==> src/design/adam_pkg.sv <==
// widths are fixed by the console address map and its two controller ports; no other values work
package adam_pkg;

	// ========================================
	// bus and address widths
	// ========================================
	typedef logic [7:0]  byte_t;
	typedef logic [22:0] sdram_addr_t;
	typedef logic [12:0] bios_addr_t;
	typedef logic [13:0] eos_addr_t;
	typedef logic [14:0] bank_addr_t;
	typedef logic [24:0] dl_addr_t;
	typedef logic [5:0]  cart_page_t;

	// raw joystick word: dirs, fires, star, number, digits 0-9, purple, blue
	typedef logic [19:0] joy_t;
	// scan order: digits, star, number, purple, blue, up, down, left, right, fire 1, fire 2
	typedef logic [19:0] keypad_t;
	typedef logic [3:0]  kp_code_t;

	// ========================================
	// sdram region bases
	// ========================================
	localparam sdram_addr_t BIOS_BASE   = 23'h00000;
	localparam sdram_addr_t EOS_BASE    = 23'h04000;
	localparam sdram_addr_t WRITER_BASE = 23'h08000;
	localparam sdram_addr_t RAM_BASE    = 23'h10000;
	localparam sdram_addr_t LOWEXT_BASE = 23'h18000;
	localparam sdram_addr_t HIEXT_BASE  = 23'h20000;

	// read data seen by a region that is not selected
	localparam byte_t IDLE_BYTE = 8'hFF;

	// ========================================
	// keypad line codes
	// ========================================
	localparam kp_code_t KP_NONE = 4'b1111;

	// indexed by keypad_t bit 0..13
	localparam kp_code_t KP_CODE_TBL [0:13] = '{
		4'b0011, 4'b1110, 4'b1101, 4'b0110, 4'b0001,
		4'b1001, 4'b0111, 4'b1100, 4'b1000, 4'b1011,
		4'b1010, // star
		4'b0101, // number
		4'b0100, // purple
		4'b0010  // blue
	};

endpackage

==> src/design/adam_glue_top.sv <==
// console-side glue only; sdram controller and console core sit outside this boundary
`timescale 1ns/100ps

module adam_glue_top import adam_pkg::*; (
	input  logic        clk_sys,
	input  logic        rst_n_i,

	// menu and reset
	input  logic        mode_i,
	input  logic        swap_i,
	input  logic        reset_btn_i,
	input  logic        reset_menu_i,
	output logic        core_reset_o,

	// image download
	input  logic        ioctl_download_i,
	input  logic        ioctl_wr_i,
	input  dl_addr_t    ioctl_addr_i,
	input  byte_t       ioctl_dout_i,

	// console memory regions
	input  logic        bios_ce_n_i,
	input  logic        eos_ce_n_i,
	input  logic        writer_ce_n_i,
	input  logic        ram_ce_n_i,
	input  logic        lowext_ce_n_i,
	input  logic        hiext_ce_n_i,
	input  bios_addr_t  bios_a_i,
	input  eos_addr_t   eos_a_i,
	input  bank_addr_t  writer_a_i,
	input  bank_addr_t  ram_a_i,
	input  bank_addr_t  lowext_a_i,
	input  bank_addr_t  hiext_a_i,
	input  logic        ram_rd_n_i,
	input  logic        ram_we_n_i,
	input  logic        lowext_rd_n_i,
	input  logic        lowext_we_n_i,
	input  logic        hiext_rd_n_i,
	input  logic        hiext_we_n_i,
	input  byte_t       ram_do_i,
	input  byte_t       lowext_do_i,
	input  byte_t       hiext_do_i,
	output byte_t       bios_d_o,
	output byte_t       eos_d_o,
	output byte_t       writer_d_o,
	output byte_t       ram_d_o,
	output byte_t       lowext_d_o,
	output byte_t       hiext_d_o,
	output cart_page_t  cart_pages_o,

	// sdram port
	input  byte_t       sdram_dout_i,
	output sdram_addr_t sdram_addr_o,
	output logic        sdram_rd_o,
	output logic        sdram_we_o,
	output byte_t       sdram_din_o,

	// controllers
	input  logic        key_strobe_i,
	input  logic        key_pressed_i,
	input  byte_t       key_code_i,
	input  joy_t        joy0_i,
	input  joy_t        joy1_i,
	input  logic [1:0]  ctrl_sel_key_n_i,
	input  logic [1:0]  ctrl_sel_joy_n_i,
	output kp_code_t    ctrl_code_p0_o,
	output kp_code_t    ctrl_code_p1_o,
	output logic [1:0]  ctrl_fire_n_o
);

	logic    swap;
	keypad_t kbd;

	core_config i_core_config (
		.clk_sys          (clk_sys),
		.rst_n_i          (rst_n_i),
		.mode_i           (mode_i),
		.swap_i           (swap_i),
		.reset_btn_i      (reset_btn_i),
		.reset_menu_i     (reset_menu_i),
		.ioctl_download_i (ioctl_download_i),
		.core_reset_o     (core_reset_o),
		.swap_o           (swap)
	);

	sdram_region_arbiter i_sdram_region_arbiter (
		.clk_sys (clk_sys), .rst_n_i (rst_n_i),
		.ioctl_download_i (ioctl_download_i), .ioctl_wr_i (ioctl_wr_i),
		.ioctl_addr_i (ioctl_addr_i), .ioctl_dout_i (ioctl_dout_i),
		.bios_ce_n_i (bios_ce_n_i), .eos_ce_n_i (eos_ce_n_i),
		.writer_ce_n_i (writer_ce_n_i), .ram_ce_n_i (ram_ce_n_i),
		.lowext_ce_n_i (lowext_ce_n_i), .hiext_ce_n_i (hiext_ce_n_i),
		.bios_a_i (bios_a_i), .eos_a_i (eos_a_i), .writer_a_i (writer_a_i),
		.ram_a_i (ram_a_i), .lowext_a_i (lowext_a_i), .hiext_a_i (hiext_a_i),
		.ram_rd_n_i (ram_rd_n_i), .ram_we_n_i (ram_we_n_i),
		.lowext_rd_n_i (lowext_rd_n_i), .lowext_we_n_i (lowext_we_n_i),
		.hiext_rd_n_i (hiext_rd_n_i), .hiext_we_n_i (hiext_we_n_i),
		.ram_do_i (ram_do_i), .lowext_do_i (lowext_do_i), .hiext_do_i (hiext_do_i),
		.sdram_dout_i (sdram_dout_i),
		.sdram_addr_o (sdram_addr_o), .sdram_rd_o (sdram_rd_o),
		.sdram_we_o (sdram_we_o), .sdram_din_o (sdram_din_o),
		.bios_d_o (bios_d_o), .eos_d_o (eos_d_o), .writer_d_o (writer_d_o),
		.ram_d_o (ram_d_o), .lowext_d_o (lowext_d_o), .hiext_d_o (hiext_d_o),
		.cart_pages_o (cart_pages_o)
	);

	ps2_keypad_emu i_ps2_keypad_emu (
		.clk_sys       (clk_sys),
		.rst_n_i       (rst_n_i),
		.key_strobe_i  (key_strobe_i),
		.key_pressed_i (key_pressed_i),
		.key_code_i    (key_code_i),
		.kbd_o         (kbd)
	);

	controller_encoder i_controller_encoder (
		.joy0_i           (joy0_i),
		.joy1_i           (joy1_i),
		.swap_i           (swap),
		.kbd_i            (kbd),
		.ctrl_sel_key_n_i (ctrl_sel_key_n_i),
		.ctrl_sel_joy_n_i (ctrl_sel_joy_n_i),
		.ctrl_code_p0_o   (ctrl_code_p0_o),
		.ctrl_code_p1_o   (ctrl_code_p1_o),
		.ctrl_fire_n_o    (ctrl_fire_n_o)
	);

endmodule

==> src/design/controller_encoder.sv <==
// purely combinational; keyboard state is shared by both ports
`timescale 1ns/100ps

module controller_encoder import adam_pkg::*; (
	input  joy_t       joy0_i,
	input  joy_t       joy1_i,
	input  logic       swap_i,
	input  keypad_t    kbd_i,
	input  logic [1:0] ctrl_sel_key_n_i,
	input  logic [1:0] ctrl_sel_joy_n_i,
	output kp_code_t   ctrl_code_p0_o,
	output kp_code_t   ctrl_code_p1_o,
	output logic [1:0] ctrl_fire_n_o
);

	// joystick word into scan order
	function automatic keypad_t joy_remap(input joy_t j);
		return {j[5], j[4], j[0], j[1], j[2], j[3],
			j[19], j[18], j[7], j[6], j[17:8]};
	endfunction

	// lowest set key wins
	function automatic kp_code_t key_encode(input keypad_t kp);
		kp_code_t code;
		int       b;
		code = KP_NONE;
		for (b = 13; b >= 0; b--) begin
			if (kp[b])
				code = KP_CODE_TBL[b];
		end
		return code;
	endfunction

	keypad_t  keypad [2];
	kp_code_t port_code [2];

	assign keypad[0] = joy_remap(swap_i ? joy1_i : joy0_i) | kbd_i;
	assign keypad[1] = joy_remap(swap_i ? joy0_i : joy1_i) | kbd_i;

	// ========================================
	// per-port scan
	// ========================================
	for (genvar p = 0; p < 2; p++) begin : g_port
		kp_code_t key_half;
		kp_code_t joy_half;
		logic     key_fire_n;
		logic     joy_fire_n;

		always_comb begin
			key_half   = KP_NONE;
			key_fire_n = 1'b1;
			if (!ctrl_sel_key_n_i[p]) begin
				key_half   = key_encode(keypad[p]);
				key_fire_n = ~keypad[p][19];
			end
		end

		// up, down, left, right on lines 3..0
		always_comb begin
			joy_half   = KP_NONE;
			joy_fire_n = 1'b1;
			if (!ctrl_sel_joy_n_i[p]) begin
				joy_half   = ~{keypad[p][14], keypad[p][15], keypad[p][16], keypad[p][17]};
				joy_fire_n = ~keypad[p][18];
			end
		end

		assign port_code[p]     = key_half & joy_half;
		assign ctrl_fire_n_o[p] = key_fire_n & joy_fire_n;
	end

	assign ctrl_code_p0_o = port_code[0];
	assign ctrl_code_p1_o = port_code[1];

endmodule

==> src/design/core_config.sv <==
// mode change gives one cycle of core reset, one cycle late; other reset sources pass through combinationally
`timescale 1ns/100ps

module core_config (
	input  logic clk_sys,
	input  logic rst_n_i,
	input  logic mode_i,
	input  logic swap_i,
	input  logic reset_btn_i,
	input  logic reset_menu_i,
	input  logic ioctl_download_i,
	output logic core_reset_o,
	output logic swap_o
);

	logic mode_q;
	logic mode_chg_q;
	logic swap_q;

	// mode copy tracks the input even in reset, so release gives no pulse
	always_ff @(posedge clk_sys) begin
		if (!rst_n_i) begin
			mode_q     <= mode_i;
			mode_chg_q <= 1'b0;
			swap_q     <= 1'b0;
		end else begin
			mode_q     <= mode_i;
			mode_chg_q <= (mode_i != mode_q);
			swap_q     <= swap_i;
		end
	end

	// all reset sources into one console reset
	assign core_reset_o = ~rst_n_i | reset_btn_i | reset_menu_i |
		ioctl_download_i | mode_chg_q;

	assign swap_o = swap_q;

endmodule

==> src/design/ps2_keypad_emu.sv <==
// set 2 make/break codes only; extended prefix is ignored so main row and keypad share digits
`timescale 1ns/100ps

module ps2_keypad_emu import adam_pkg::*; (
	input  logic    clk_sys,
	input  logic    rst_n_i,
	input  logic    key_strobe_i,
	input  logic    key_pressed_i,
	input  byte_t   key_code_i,
	output keypad_t kbd_o
);

	logic [9:0] btn_digit;
	logic       btn_star;
	logic       btn_minus;
	logic       btn_shift;

	always_ff @(posedge clk_sys) begin
		if (!rst_n_i) begin
			btn_digit <= '0;
			btn_star  <= 1'b0;
			btn_minus <= 1'b0;
			btn_shift <= 1'b0;
		end else if (key_strobe_i) begin
			case (key_code_i)
				// main row
				8'h45: btn_digit[0] <= key_pressed_i;
				8'h16: btn_digit[1] <= key_pressed_i;
				8'h1E: btn_digit[2] <= key_pressed_i;
				8'h26: btn_digit[3] <= key_pressed_i;
				8'h25: btn_digit[4] <= key_pressed_i;
				8'h2E: btn_digit[5] <= key_pressed_i;
				8'h36: btn_digit[6] <= key_pressed_i;
				8'h3D: btn_digit[7] <= key_pressed_i;
				8'h3E: btn_digit[8] <= key_pressed_i;
				8'h46: btn_digit[9] <= key_pressed_i;
				// numeric pad
				8'h70: btn_digit[0] <= key_pressed_i;
				8'h69: btn_digit[1] <= key_pressed_i;
				8'h72: btn_digit[2] <= key_pressed_i;
				8'h7A: btn_digit[3] <= key_pressed_i;
				8'h6B: btn_digit[4] <= key_pressed_i;
				8'h73: btn_digit[5] <= key_pressed_i;
				8'h74: btn_digit[6] <= key_pressed_i;
				8'h6C: btn_digit[7] <= key_pressed_i;
				8'h75: btn_digit[8] <= key_pressed_i;
				8'h7D: btn_digit[9] <= key_pressed_i;
				8'h7C: btn_star     <= key_pressed_i;
				8'h7B: btn_minus    <= key_pressed_i;
				// either shift
				8'h12, 8'h59: btn_shift <= key_pressed_i;
				default: ;
			endcase
		end
	end

	// shift+8 is star and shift+3 is number, as on a pc keyboard
	assign kbd_o = {8'b0,
		btn_minus | (btn_shift & btn_digit[3]),
		btn_star  | (btn_shift & btn_digit[8]),
		btn_digit};

endmodule

==> src/design/sdram_region_arbiter.sv <==
// no back-pressure; the sdram side must finish each access within one console clock enable
`timescale 1ns/100ps

module sdram_region_arbiter import adam_pkg::*; (
	input  logic        clk_sys,
	input  logic        rst_n_i,

	input  logic        ioctl_download_i,
	input  logic        ioctl_wr_i,
	input  dl_addr_t    ioctl_addr_i,
	input  byte_t       ioctl_dout_i,

	input  logic        bios_ce_n_i,
	input  logic        eos_ce_n_i,
	input  logic        writer_ce_n_i,
	input  logic        ram_ce_n_i,
	input  logic        lowext_ce_n_i,
	input  logic        hiext_ce_n_i,

	input  bios_addr_t  bios_a_i,
	input  eos_addr_t   eos_a_i,
	input  bank_addr_t  writer_a_i,
	input  bank_addr_t  ram_a_i,
	input  bank_addr_t  lowext_a_i,
	input  bank_addr_t  hiext_a_i,

	input  logic        ram_rd_n_i,
	input  logic        ram_we_n_i,
	input  logic        lowext_rd_n_i,
	input  logic        lowext_we_n_i,
	input  logic        hiext_rd_n_i,
	input  logic        hiext_we_n_i,

	input  byte_t       ram_do_i,
	input  byte_t       lowext_do_i,
	input  byte_t       hiext_do_i,

	input  byte_t       sdram_dout_i,

	output sdram_addr_t sdram_addr_o,
	output logic        sdram_rd_o,
	output logic        sdram_we_o,
	output byte_t       sdram_din_o,

	output byte_t       bios_d_o,
	output byte_t       eos_d_o,
	output byte_t       writer_d_o,
	output byte_t       ram_d_o,
	output byte_t       lowext_d_o,
	output byte_t       hiext_d_o,

	output cart_page_t  cart_pages_o
);

	// ========================================
	// address map
	// ========================================
	always_comb begin
		if (ioctl_download_i)
			sdram_addr_o = ioctl_addr_i[22:0];
		else if (!bios_ce_n_i)
			sdram_addr_o = BIOS_BASE + sdram_addr_t'(bios_a_i);
		else if (!eos_ce_n_i)
			sdram_addr_o = EOS_BASE + sdram_addr_t'(eos_a_i);
		else if (!writer_ce_n_i)
			sdram_addr_o = WRITER_BASE + sdram_addr_t'(writer_a_i);
		else if (!ram_ce_n_i)
			sdram_addr_o = RAM_BASE + sdram_addr_t'(ram_a_i);
		else if (!lowext_ce_n_i)
			sdram_addr_o = LOWEXT_BASE + sdram_addr_t'(lowext_a_i);
		else if (!hiext_ce_n_i)
			sdram_addr_o = HIEXT_BASE + sdram_addr_t'(hiext_a_i);
		else
			sdram_addr_o = RAM_BASE + sdram_addr_t'(ram_a_i);
	end

	// roms read on chip enable alone, rams need their strobe too
	assign sdram_rd_o = ~bios_ce_n_i | ~eos_ce_n_i | ~writer_ce_n_i |
		(~ram_ce_n_i & ~ram_rd_n_i) | (~lowext_ce_n_i & ~lowext_rd_n_i) |
		(~hiext_ce_n_i & ~hiext_rd_n_i);

	assign sdram_we_o = ioctl_wr_i | (~ram_ce_n_i & ~ram_we_n_i) |
		(~lowext_ce_n_i & ~lowext_we_n_i) | (~hiext_ce_n_i & ~hiext_we_n_i);

	// write data priority
	assign sdram_din_o = ioctl_wr_i    ? ioctl_dout_i :
		!ram_we_n_i    ? ram_do_i :
		!hiext_we_n_i  ? hiext_do_i :
		!lowext_we_n_i ? lowext_do_i : 8'h00;

	// ========================================
	// read steering
	// ========================================
	assign bios_d_o   = bios_ce_n_i   ? IDLE_BYTE : sdram_dout_i;
	assign eos_d_o    = eos_ce_n_i    ? IDLE_BYTE : sdram_dout_i;
	assign writer_d_o = writer_ce_n_i ? IDLE_BYTE : sdram_dout_i;
	assign ram_d_o    = ram_rd_n_i    ? IDLE_BYTE : sdram_dout_i;
	assign lowext_d_o = lowext_rd_n_i ? IDLE_BYTE : sdram_dout_i;
	assign hiext_d_o  = hiext_rd_n_i  ? IDLE_BYTE : sdram_dout_i;

	// cartridge size follows the last download write address
	always_ff @(posedge clk_sys) begin
		if (!rst_n_i)
			cart_pages_o <= '0;
		else if (ioctl_wr_i)
			cart_pages_o <= ioctl_addr_i[19:14];
	end

endmodule

==> config.mk <==
export PLATFORM = sky130hd
export DESIGN_NAME = adam_glue_top
export DESIGN_NICKNAME = d
export VERILOG_FILES = /design/src/design/adam_pkg.sv /design/src/design/adam_glue_top.sv /design/src/design/controller_encoder.sv /design/src/design/core_config.sv /design/src/design/ps2_keypad_emu.sv /design/src/design/sdram_region_arbiter.sv
export SDC_FILE = /design/constraint.sdc
export NUM_CORES = 1
export LEC_CHECK = 0
export BUFFER_PORTS_ARGS = -buffer_cell sky130_fd_sc_hd__buf_2
export CORE_AREA = 2 2 127 129
export DETAILED_ROUTE_END_ITERATION = 12
export DIE_AREA = 0 0 129 131
export PLACE_DENSITY = 0.69
export SLEW_MARGIN = 20
export SYNTH_ARGS = -nofsm -noshare
export SYNTH_HDL_FRONTEND = slang
export SYNTH_HIERARCHICAL = 1
export SYNTH_SLANG_ARGS = --single-unit
==> constraint.sdc <==
create_clock -name clk_sys -period 2.57 [get_ports clk_sys]
set_clock_uncertainty 0.1 [all_clocks]
set_input_delay 0.257 -clock clk_sys [delete_from_list [all_inputs] [get_ports clk_sys]]
set_output_delay 0.257 -clock clk_sys [all_outputs]
set_load 0.005 [all_outputs]
---- Word level (Yosys, flattened, before mapping) ----
Cells that the tools add are included.
storage, ports and cells
  flip-flop bits (word level) ............. 22
  latch bits .............................. 0
  memory bits (writable) .................. 0
  memory bits (read-only) ................. 0
  output and inout bits ................... 98
  memories ................................ 0
operators by class
  add/sub/neg operators ................... 5
  $mul .................................... 0
  divide/modulo/power cells ............... 0
  $lt $le $gt $ge ......................... 0
  equality and inequality tests ........... 25
  shifts and indexed selects .............. 0
  mux-type cells .......................... 55
  bitwise operators ....................... 47
  reduce and logical (&&, ||, !) cells .... 24
operators with widths
  kind                                                                    number
  23-bit two-way mux                                                      7
  4-bit two-way mux                                                       32
  8-bit by 7-bit equality test with 1-bit output (second input constant)  15
  8-bit two-way mux                                                       10
  8-bit by 6-bit equality test with 1-bit output (second input constant)  6
  20-bit two-way mux                                                      2
  20-bit by 12-bit OR with 20-bit output                                  2
  17-bit by 15-bit adder with 18-bit output (first input constant)        2
  2-bit AND reduction                                                     13
  8-bit by 5-bit equality test with 1-bit output (second input constant)  3
  2-bit OR reduction                                                      11
  18-bit by 15-bit adder with 19-bit output (first input constant)        1
  16-bit by 15-bit adder with 17-bit output (first input constant)        1
  1-bit inverter                                                          17
  15-bit by 14-bit adder with 16-bit output (first input constant)        1
  1-bit OR                                                                14
  1-bit bitwise AND                                                       10
  4-bit bitwise AND                                                       2
  4-bit inverter                                                          2
  1-bit two-way mux                                                       4
  1-bit != test                                                           1

---- Longest topological paths before layout ----
Gate-level depths: netlist of the first run.
  depth after elaboration ................. 19
  gate-level depth with buffers ........... 8
  gate-level depth less buffers ........... 6

---- Cells and area by module ----
The synthesis of the first run kept the hierarchy.
by module, submodules not included
  module                times used  cells an instance  area an instance (um^2)
  sdram_region_arbiter  1           290                2115.8
  controller_encoder    1           162                1134.8
  ps2_keypad_emu        1           98                 835.8
  core_config           1           8                  95.1

---- Least setup slack after synthesis of the first run ----
OpenSTA, ideal clock, no wires.
  kind .................................... register to output
  from .................................... reg i_core_config.swap_q, in the netlist i_core_config/swap_o
  to ...................................... out ctrl_code_p0_o[1]
  arrival time ............................ 1.700 ns
  setup slack ............................. 0.513 ns
  cell stages (with the launch flop) ...... 7
  buffers on the path ..................... 2
  cell sequence ........................... dfxtp_1 -> buf_6 -> buf_2 -> mux2_2 -> nor4_2 -> a31oi_1 -> a311oi_1
on the way
  longest elaborated chain between the ends .. 17
RTL lines
  what                                        RTL line                  text
  start, declared                             core_config.sv:18         logic swap_q;
  start signal, assigned                      core_config.sv:29         swap_q <= swap_i;
  20-bit two-way mux (*)                      controller_encoder.sv:37  assign keypad[0] = joy_remap(swap_i ? joy1_i : joy0_i) | kbd_i;
  20-bit by 12-bit OR with 20-bit output (*)  controller_encoder.sv:37
  4-bit two-way mux (13 in a row)             controller_encoder.sv:28  if (kp[b])
  4-bit two-way mux                           controller_encoder.sv:52  if (!ctrl_sel_key_n_i[p]) begin
  4-bit bitwise AND (*)                       controller_encoder.sv:68  assign port_code[p] = key_half & joy_half;
  end, declared                               adam_glue_top.sv:66       output kp_code_t ctrl_code_p0_o,
Mark *: on every way between the ends. The rest lies on a longest branch, timed or not.

---- Worst setup path in the final report of the first run ----
Same ends and word-level chain as after synthesis.

==> reports/metrics.cfg, run 1 <==
[run_status]
run_status = completed

[critical_path]
critical_path_class = register to output port
max_stage_delay_ns = 0.51
critPathLaunchType = register
critPathCaptureType = output port
crit_path_start = i_core_config/swap_o
worstPathMaxFanout = 16
cp.required_ns = 2.21
r2r_start = i_ps2_keypad_emu/btn_digit[9]
slowest_stage = or4b_4
critical_path.cell_chain = buf_12, mux2i_2, or4b_4, nand2_1, a31oi_1, a311oi_1, buf_2
critPathArrivalTime_ns = 2.14

[global_route]
grt_pass1_wl_mm = 26.7
gr-usage-all-layers_pct = 20.1
antenna_found_initial = 3
grt_pass1_vias = 4946
grt_max_degree = 43
grt_overflow = 0

[min_path]
hold_path.class = input port to register
holdCritStartpoint = mode_i

[synthesis]
netlist_instances = 558
syn_avg_cell_area_um2 = 7.49
synth_area_mm2 = 0.00418
yosys_warnings = 6
async_flop_share_pct = 0
ys_types = 69
ys_seq_area_share_pct = 10.5
ys.flop_type = dfxtp_1
synth_edf_count = 0
ys_seq_elements = 22

[power_and_ir_drop]
power.internal_mw = 1.10
ir_drop_v = 0.000154
p_switching_mw = 0.618
p_seq_share_pct = 20.7
power.density_mw_per_mm2 = 275
power_leakage_nw = 2.82
swShare_pct = 36.0
comb_power_share_pct = 52.8
p_clk_share_pct = 26.5

[floorplan]
num_io_pins = 324
die_w_um = 129
die-area_mm2 = 0.0169
die_h_um = 131
fp.coreArea_mm2 = 0.0156
initial_utilization_pct = 26.8
rows = 46

[placement]
place_area_mm2 = 0.00596
hpwl_mm = 15.5
place_congestion = 0.979
portBuffers = 321

[timing]
worst_slew_pin_slew_ns = 0.634
setup_tns_ns = 0
post-route-period-util_pct = 97.1
rsz0062_at_grt = true
setup_viol_count_final = 0
finalMaxSlewViolations = 0
slew_headroom_pct = 57.1
hold_violations = 0
fmax_ghz = 0.401
min_period_ns = 2.50

[cts]
cts.path.max_buffers = 2
cts.sinks = 22
cts_made_buffers = 3
clk_pin_slew_ns = 0.06
cts_hold_buf = 0
cts_tree = done
cts_root_buffer = clkbuf_16
worstSkewPairLatency_ns = 0.26
h-tree-depth = 1

[routing]
wl_mm = 18.9
wl_per_cell_um = 17.4
drtIter0Drc = 304
drt_first_pass_iters = 4
ant_nets = 0
route.detailed.drc = 0
vias = 5656
viasPerCell = 5.22

[layout]
num-nets-final = 1095
syn_to_final_growth_pct = 49.6
final_cell_area_mm2 = 0.00625
drive_gt1_share_pct = 51.3
antenna_cells = 0

[flow_run]
drv_cap = 0

## Yosys cell counts, drive strengths merged (3+ instances only)
| master | n | area, um2 |
|---|---|---|
| dfxtp | 22 | 440 |
| nor3 | 11 | 55.1 |
| nor2 | 27 | 109 |
| a211oi | 35 | 313 |
| nand3b | 4 | 30.0 |
| nor3b | 19 | 178 |
| o31ai | 12 | 90.1 |
| nor2b | 36 | 225 |
| a21oi | 15 | 75.1 |
| a22oi | 17 | 128 |
| nand2 | 53 | 201 |
| and2 | 8 | 50.1 |
| mux2 | 12 | 139 |
| a211o | 4 | 35.0 |
| mux2i | 38 | 380 |
| clkbuf | 10 | 38.8 |
| a2111oi | 3 | 35.0 |
| o221ai | 27 | 287 |
| o21ai | 30 | 180 |
| nor4 | 5 | 37.5 |
| nor4b | 5 | 43.8 |
| and3 | 3 | 18.8 |
| or2 | 49 | 307 |
| o22ai | 6 | 37.5 |
| nand3 | 9 | 45.0 |
| a31oi | 6 | 37.5 |
| inv | 12 | 45.1 |
| a32oi | 3 | 26.3 |
| buf | 36 | 238 |
| o41ai | 4 | 42.6 |
| a21o | 4 | 30.0 |
## registers in the layout, indices dropped and copies added, names as in the netlist
name and flops:
i_sdram_region_arbiter/cart_pages_o 6, i_ps2_keypad_emu/btn_digit 10, i_ps2_keypad_emu/btn_minus 1, i_ps2_keypad_emu/btn_shift 1, i_core_config/swap_o 1, i_core_config/mode_q 1, i_ps2_keypad_emu/btn_star 1, i_core_config/mode_chg_q 1
## stage by stage
step	utilization, %	hold slack (ns)	instances	power [mW]	setup WS, ns
floorplan	-	0.185	565	0.819	0.513
global placement	38.2	0.287	1075	1.22	0.152
detailed placement	38.2	0.289	1075	1.23	0.192
CTS	39.1	0.00988	1080	1.70	0.000636
global route	40.1	0.0121	1084	1.84	-0.0353
finish	40.1	0.0170	1084	1.72	0.0742
## cell usage in the layout, fill, tap and decap left out, types with 6 or more instances in the layout
cell type	count
buf_2	321
nand2_1	52
nor2b_1	36
mux2i_1	36
or2_1	31
nor2_1	26
a211oi_1	22
buf_4	21
dfxtp_1	21
o221ai_1	19
o21ai_0	18
a22oi_1	17
or2_2	17
a21oi_1	14
a211oi_2	13
nor3_1	11
mux2_2	11
nor3b_1	10
inv_1	10
o31ai_1	10
nand3_1	9
nor3b_2	9
and2_1	8
conb_1	8
o21ai_2	8
o221ai_2	8
o22ai_1	6
a31oi_1	6
## repair_timing
item | in CTS | in global routing
setup endpoints to repair | 8 | 8
buffers inserted | 1 | 4
pin swaps | 1 | 3
gates resized for setup | 3 | 27
## area by class of cell
type                            count  area (um2)
Clock inverter                      1        30.0
Clock buffer                        3        75.1
Inverter                           12        45.0
Fill cell                        1655        9340
Tap cell                          216         270
Multi-Input combinational cell    485        3580
Sequential cell                    22         444
Timing Repair Buffer              345        1810
## layer usage
layer / vias to the layer above / part of all wire (%) / routed length (um) / global-route usage [%]
met1: 2626 / 42 / 7870 / 25.2
met4: 6 / 1.9 / 355 / 4.80
met2: 261 / 49 / 9260 / 35.3
met3: 29 / 7.2 / 1350 / 4.19
li1: 2734 / - / - / -
met5: - / 0.20 / 38 / 0
## worst paths after layout
| path | endpoint | slack, ns | cells after the start |
|---|---|---|---|
| max | ctrl_code_p0_o[1] | 0.07 | 7 |
| min reg2reg | i_ps2_keypad_emu/btn_shift | 0.38 | 2 |
| min | i_core_config/mode_q | 0.02 | 1 |
| max reg2reg | i_ps2_keypad_emu/btn_digit[9] | 1.65 | 2 |
## power by group through the flow
stage          logic (mW)  clock network, mW  registers [mW]
4_1_cts             0.872              0.475           0.357
5_1_grt             0.995              0.490           0.357
6_report            0.906              0.456           0.356
3_5_place_dp        0.865                  0           0.365
3_3_place_gp        0.858                  0           0.365
2_1_floorplan       0.457                  0           0.362
## critical path: cells and delay by family, from the launching register on
kind	cells	cell delay, ns
simple gates	2	0.60
flops	1	0.42
buf+inv	2	0.34
compound gates	2	0.31
mux	1	0.23
## logic make-up (layout without fill, tap and decap cells)
group | after synthesis | in the layout | synth area share [%]
compound gates | 178 | 178 | 34.2
other cells | 1 | 8 | 0.0897
flops | 22 | 22 | 10.5
simple gates | 248 | 248 | 34.8
mux | 50 | 50 | 12.4
buf+inv | 58 | 361 | 7.69
xor+xnor | 1 | 1 | 0.209
Note: power is estimated with default switching activity, not from simulation.
==> run 2, diff against run 1 <==
==> constraint.sdc (replaced) <==
create_clock -name clk_sys -period 2.57 [get_ports clk_sys]
set_clock_uncertainty 0.1 [all_clocks]
set_input_delay 0.257 -clock clk_sys [delete_from_list [all_inputs] [get_ports clk_sys]]
set_output_delay 0.257 -clock clk_sys [all_outputs]
set_load 0.01 [all_outputs]
==> reports/metrics.cfg, run 2 (same netlist as run 1, synthesis figures left out) <==
[floorplan]
die-area_mm2 = 0.0169  ; unchanged
rows = 46  ; unchanged
fp.coreArea_mm2 = 0.0156  ; unchanged
initial_utilization_pct = 26.8  ; unchanged
die_h_um = 131  ; unchanged
die_w_um = 129  ; unchanged
num_io_pins = 324  ; unchanged

[critical_path]
worst-r2r-cell-count = 2  ; unchanged
reg2reg_slack_ns = 1.70  ; +0.05 ns
critPathArrivalTime_ns = 2.22  ; +0.08 ns
critical_path_class = register to output port
r2r_end = i_ps2_keypad_emu/btn_star
r2r_start = i_ps2_keypad_emu/btn_star
cp.required_ns = 2.21  ; about the same
critPathLaunchType = register
critPathCaptureType = output port
worstPathMaxFanout = 5  ; -11

[layout]
largest-register = i_ps2_keypad_emu/btn_digit
final_cell_area_mm2 = 0.00626  ; +0.18%
final_cells = 1086  ; +0.18%
largest_reg_flops = 10  ; unchanged
drive_gt1_share_pct = 51.1  ; -0.17 points
syn_to_final_growth_pct = 49.8
final_cell_mix = buf_2, nand2_1, nor2b_1, mux2i_1, or2_1
num-nets-final = 1096  ; +0.091%
final_common_cell = buf_2
reg_top3 = i_ps2_keypad_emu/btn_digit: 10 flops, i_sdram_region_arbiter/cart_pages_o: 6 flops
fin_util_pct = 40.2  ; +0.072 points

[global_route]
use_met3_pct = 4.07  ; -0.12 points
grt_pass1_vias = 5013  ; +1.4%
grt-busiest-layer = met2
antenna_found_initial = 1  ; -2
gr-usage-met2_pct = 34.8  ; -0.50 points
grtUsageMet1_pct = 24.1  ; -1.1 points
gr-usage-all-layers_pct = 19.7  ; -0.36 points
grt_pass1_wl_mm = 26.2  ; -1.7%
grt_max_degree = 43  ; unchanged
grt_overflow = 0  ; unchanged

[min_path]
hold_path.class = input port to register
hold_depth = 1  ; unchanged
holdCritStartpoint = mode_i
hold_end = i_core_config/mode_q

[timing]
worst_slew_pin_slew_ns = 0.631  ; -0.00320 ns
setup_viol_count_final = 1  ; +1
hold_violations = 0  ; unchanged
finalMaxSlewViolations = 0  ; unchanged
min_period_ns = 2.58  ; +0.0804 ns
rsz0062_at_grt = true
slew_headroom_pct = 57.4  ; +0.22 points
post-route-period-util_pct = 100  ; +3.1 points
fmax_ghz = 0.388  ; -3.1%
layout_setup_ws_ns = -0.00625  ; -0.0804 ns

[placement]
hpwl_mm = 15.3  ; -1.3%
dp.cells = 1073  ; -0.19%
portBuffers = 321  ; unchanged
place_congestion = 0.948  ; -3.2%
place_area_mm2 = 0.00595  ; -0.25%
preCtsSetupSlack_ns = 0.155  ; -0.0369 ns

[run_status]
violations = negative setup slack
run_status = finished with violations

[cts]
cts_hold_buf = 0  ; unchanged
worstSkewPairLatency_ns = 0.26  ; about the same
cts.sinks = 22  ; unchanged
cts_tree = done
clk_pin_slew_ns = 0.06  ; about the same
cts_root_buffer = clkbuf_16
cts_made_buffers = 3  ; unchanged
h-tree-depth = 1  ; unchanged
cts.path.max_buffers = 2  ; unchanged

[power_and_ir_drop]
ir_drop_v = 0.000245  ; +60%
power_leakage_nw = 2.83  ; +0.27%
power.density_mw_per_mm2 = 270  ; -1.7%
finalPower_mw = 1.69  ; -1.5%

[routing]
vias = 5656  ; unchanged
ant_nets = 0  ; unchanged
viasPerCell = 5.21  ; -0.18%
wl_per_cell_um = 17.3  ; -0.86%
drt_first_pass_iters = 5  ; +1
wl_mm = 18.7  ; -0.67%
drtIter0Drc = 398  ; +31%
route.detailed.drc = 0  ; unchanged

[flow_run]
drv_cap = 0  ; unchanged

## run 2: cell count changes in the layout (fill, tap and decap cells not counted), sizes merged
cell,before,now
diode,0,1
bufinv,1,0
bufbuf,0,1
clkbuf,3,4
## run 2: layout make-up
cell class | count | area (um2)
antenna | 1 | 2.50
timing repair buffer | 346 | 1840
tap | 216 | 270
multi-input combinational | 485 | 3570
sequential | 22 | 445
clock buffer | 4 | 88.8
fill | 1638 | 9330
inverter | 12 | 45.0
## run 2: critical path, stage by stage (launching register included)
cell and delay [ns]:
dfxtp_4 0.38, buf_6 0.14, mux2_4 0.31, or4b_4 0.52
nand2_2 0.10, a31oi_2 0.09, a311oi_2 0.24, buf_2 0.18
## run 2: power breakdown
part / leakage, nW / total [mW] / internal (mW) / switching [mW]
clock network: 0.0442 / 0.376 / 0.238 / 0.138
logic: 2.61 / 0.961 / 0.449 / 0.512
registers: 0.180 / 0.355 / 0.349 / 0.00549
## run 2: how the worst max path moves through the flow
stage,start,endpoint,slack [ns],depth (start not counted)
after floorplan,i_core_config/swap_o,ctrl_code_p0_o[1],0.40,6
after global placement,i_core_config/swap_o,ctrl_code_p0_o[2],0.13,7
after detailed placement,i_core_config/swap_o,ctrl_code_p0_o[2],0.15,7
after CTS,i_core_config/swap_o,ctrl_code_p1_o[0],0.0005,7
after global routing,i_core_config/swap_o,ctrl_code_p1_o[1],-0.11,8
final,i_core_config/swap_o,ctrl_code_p1_o[1],-0.006,7
## run 2: per-stage QoR
stage,hold slack (ns),setup TNS (ns)
CTS,0.0190,0
global route,0.0161,-0.271
floorplan,0.185,0
detailed placement,0.288,0
global placement,0.287,0
finish,0.0240,-0.00625
## run 2: per-layer routing
layer | wire length, um | vias up
li1 | - | 2747
met1 | 7730 | 2606
met2 | 9020 | 265
met3 | 1450 | 36
met4 | 522 | 2
met5 | 13 | -
## run 2: repair_timing
item | 4_1_cts | 5_1_grt
cloned | 1 | 0
endpoints found under the setup margin | 8 | 8
pin swaps | 1 | 9
gates resized for setup | 6 | 24
setup buffers | 1 | 6
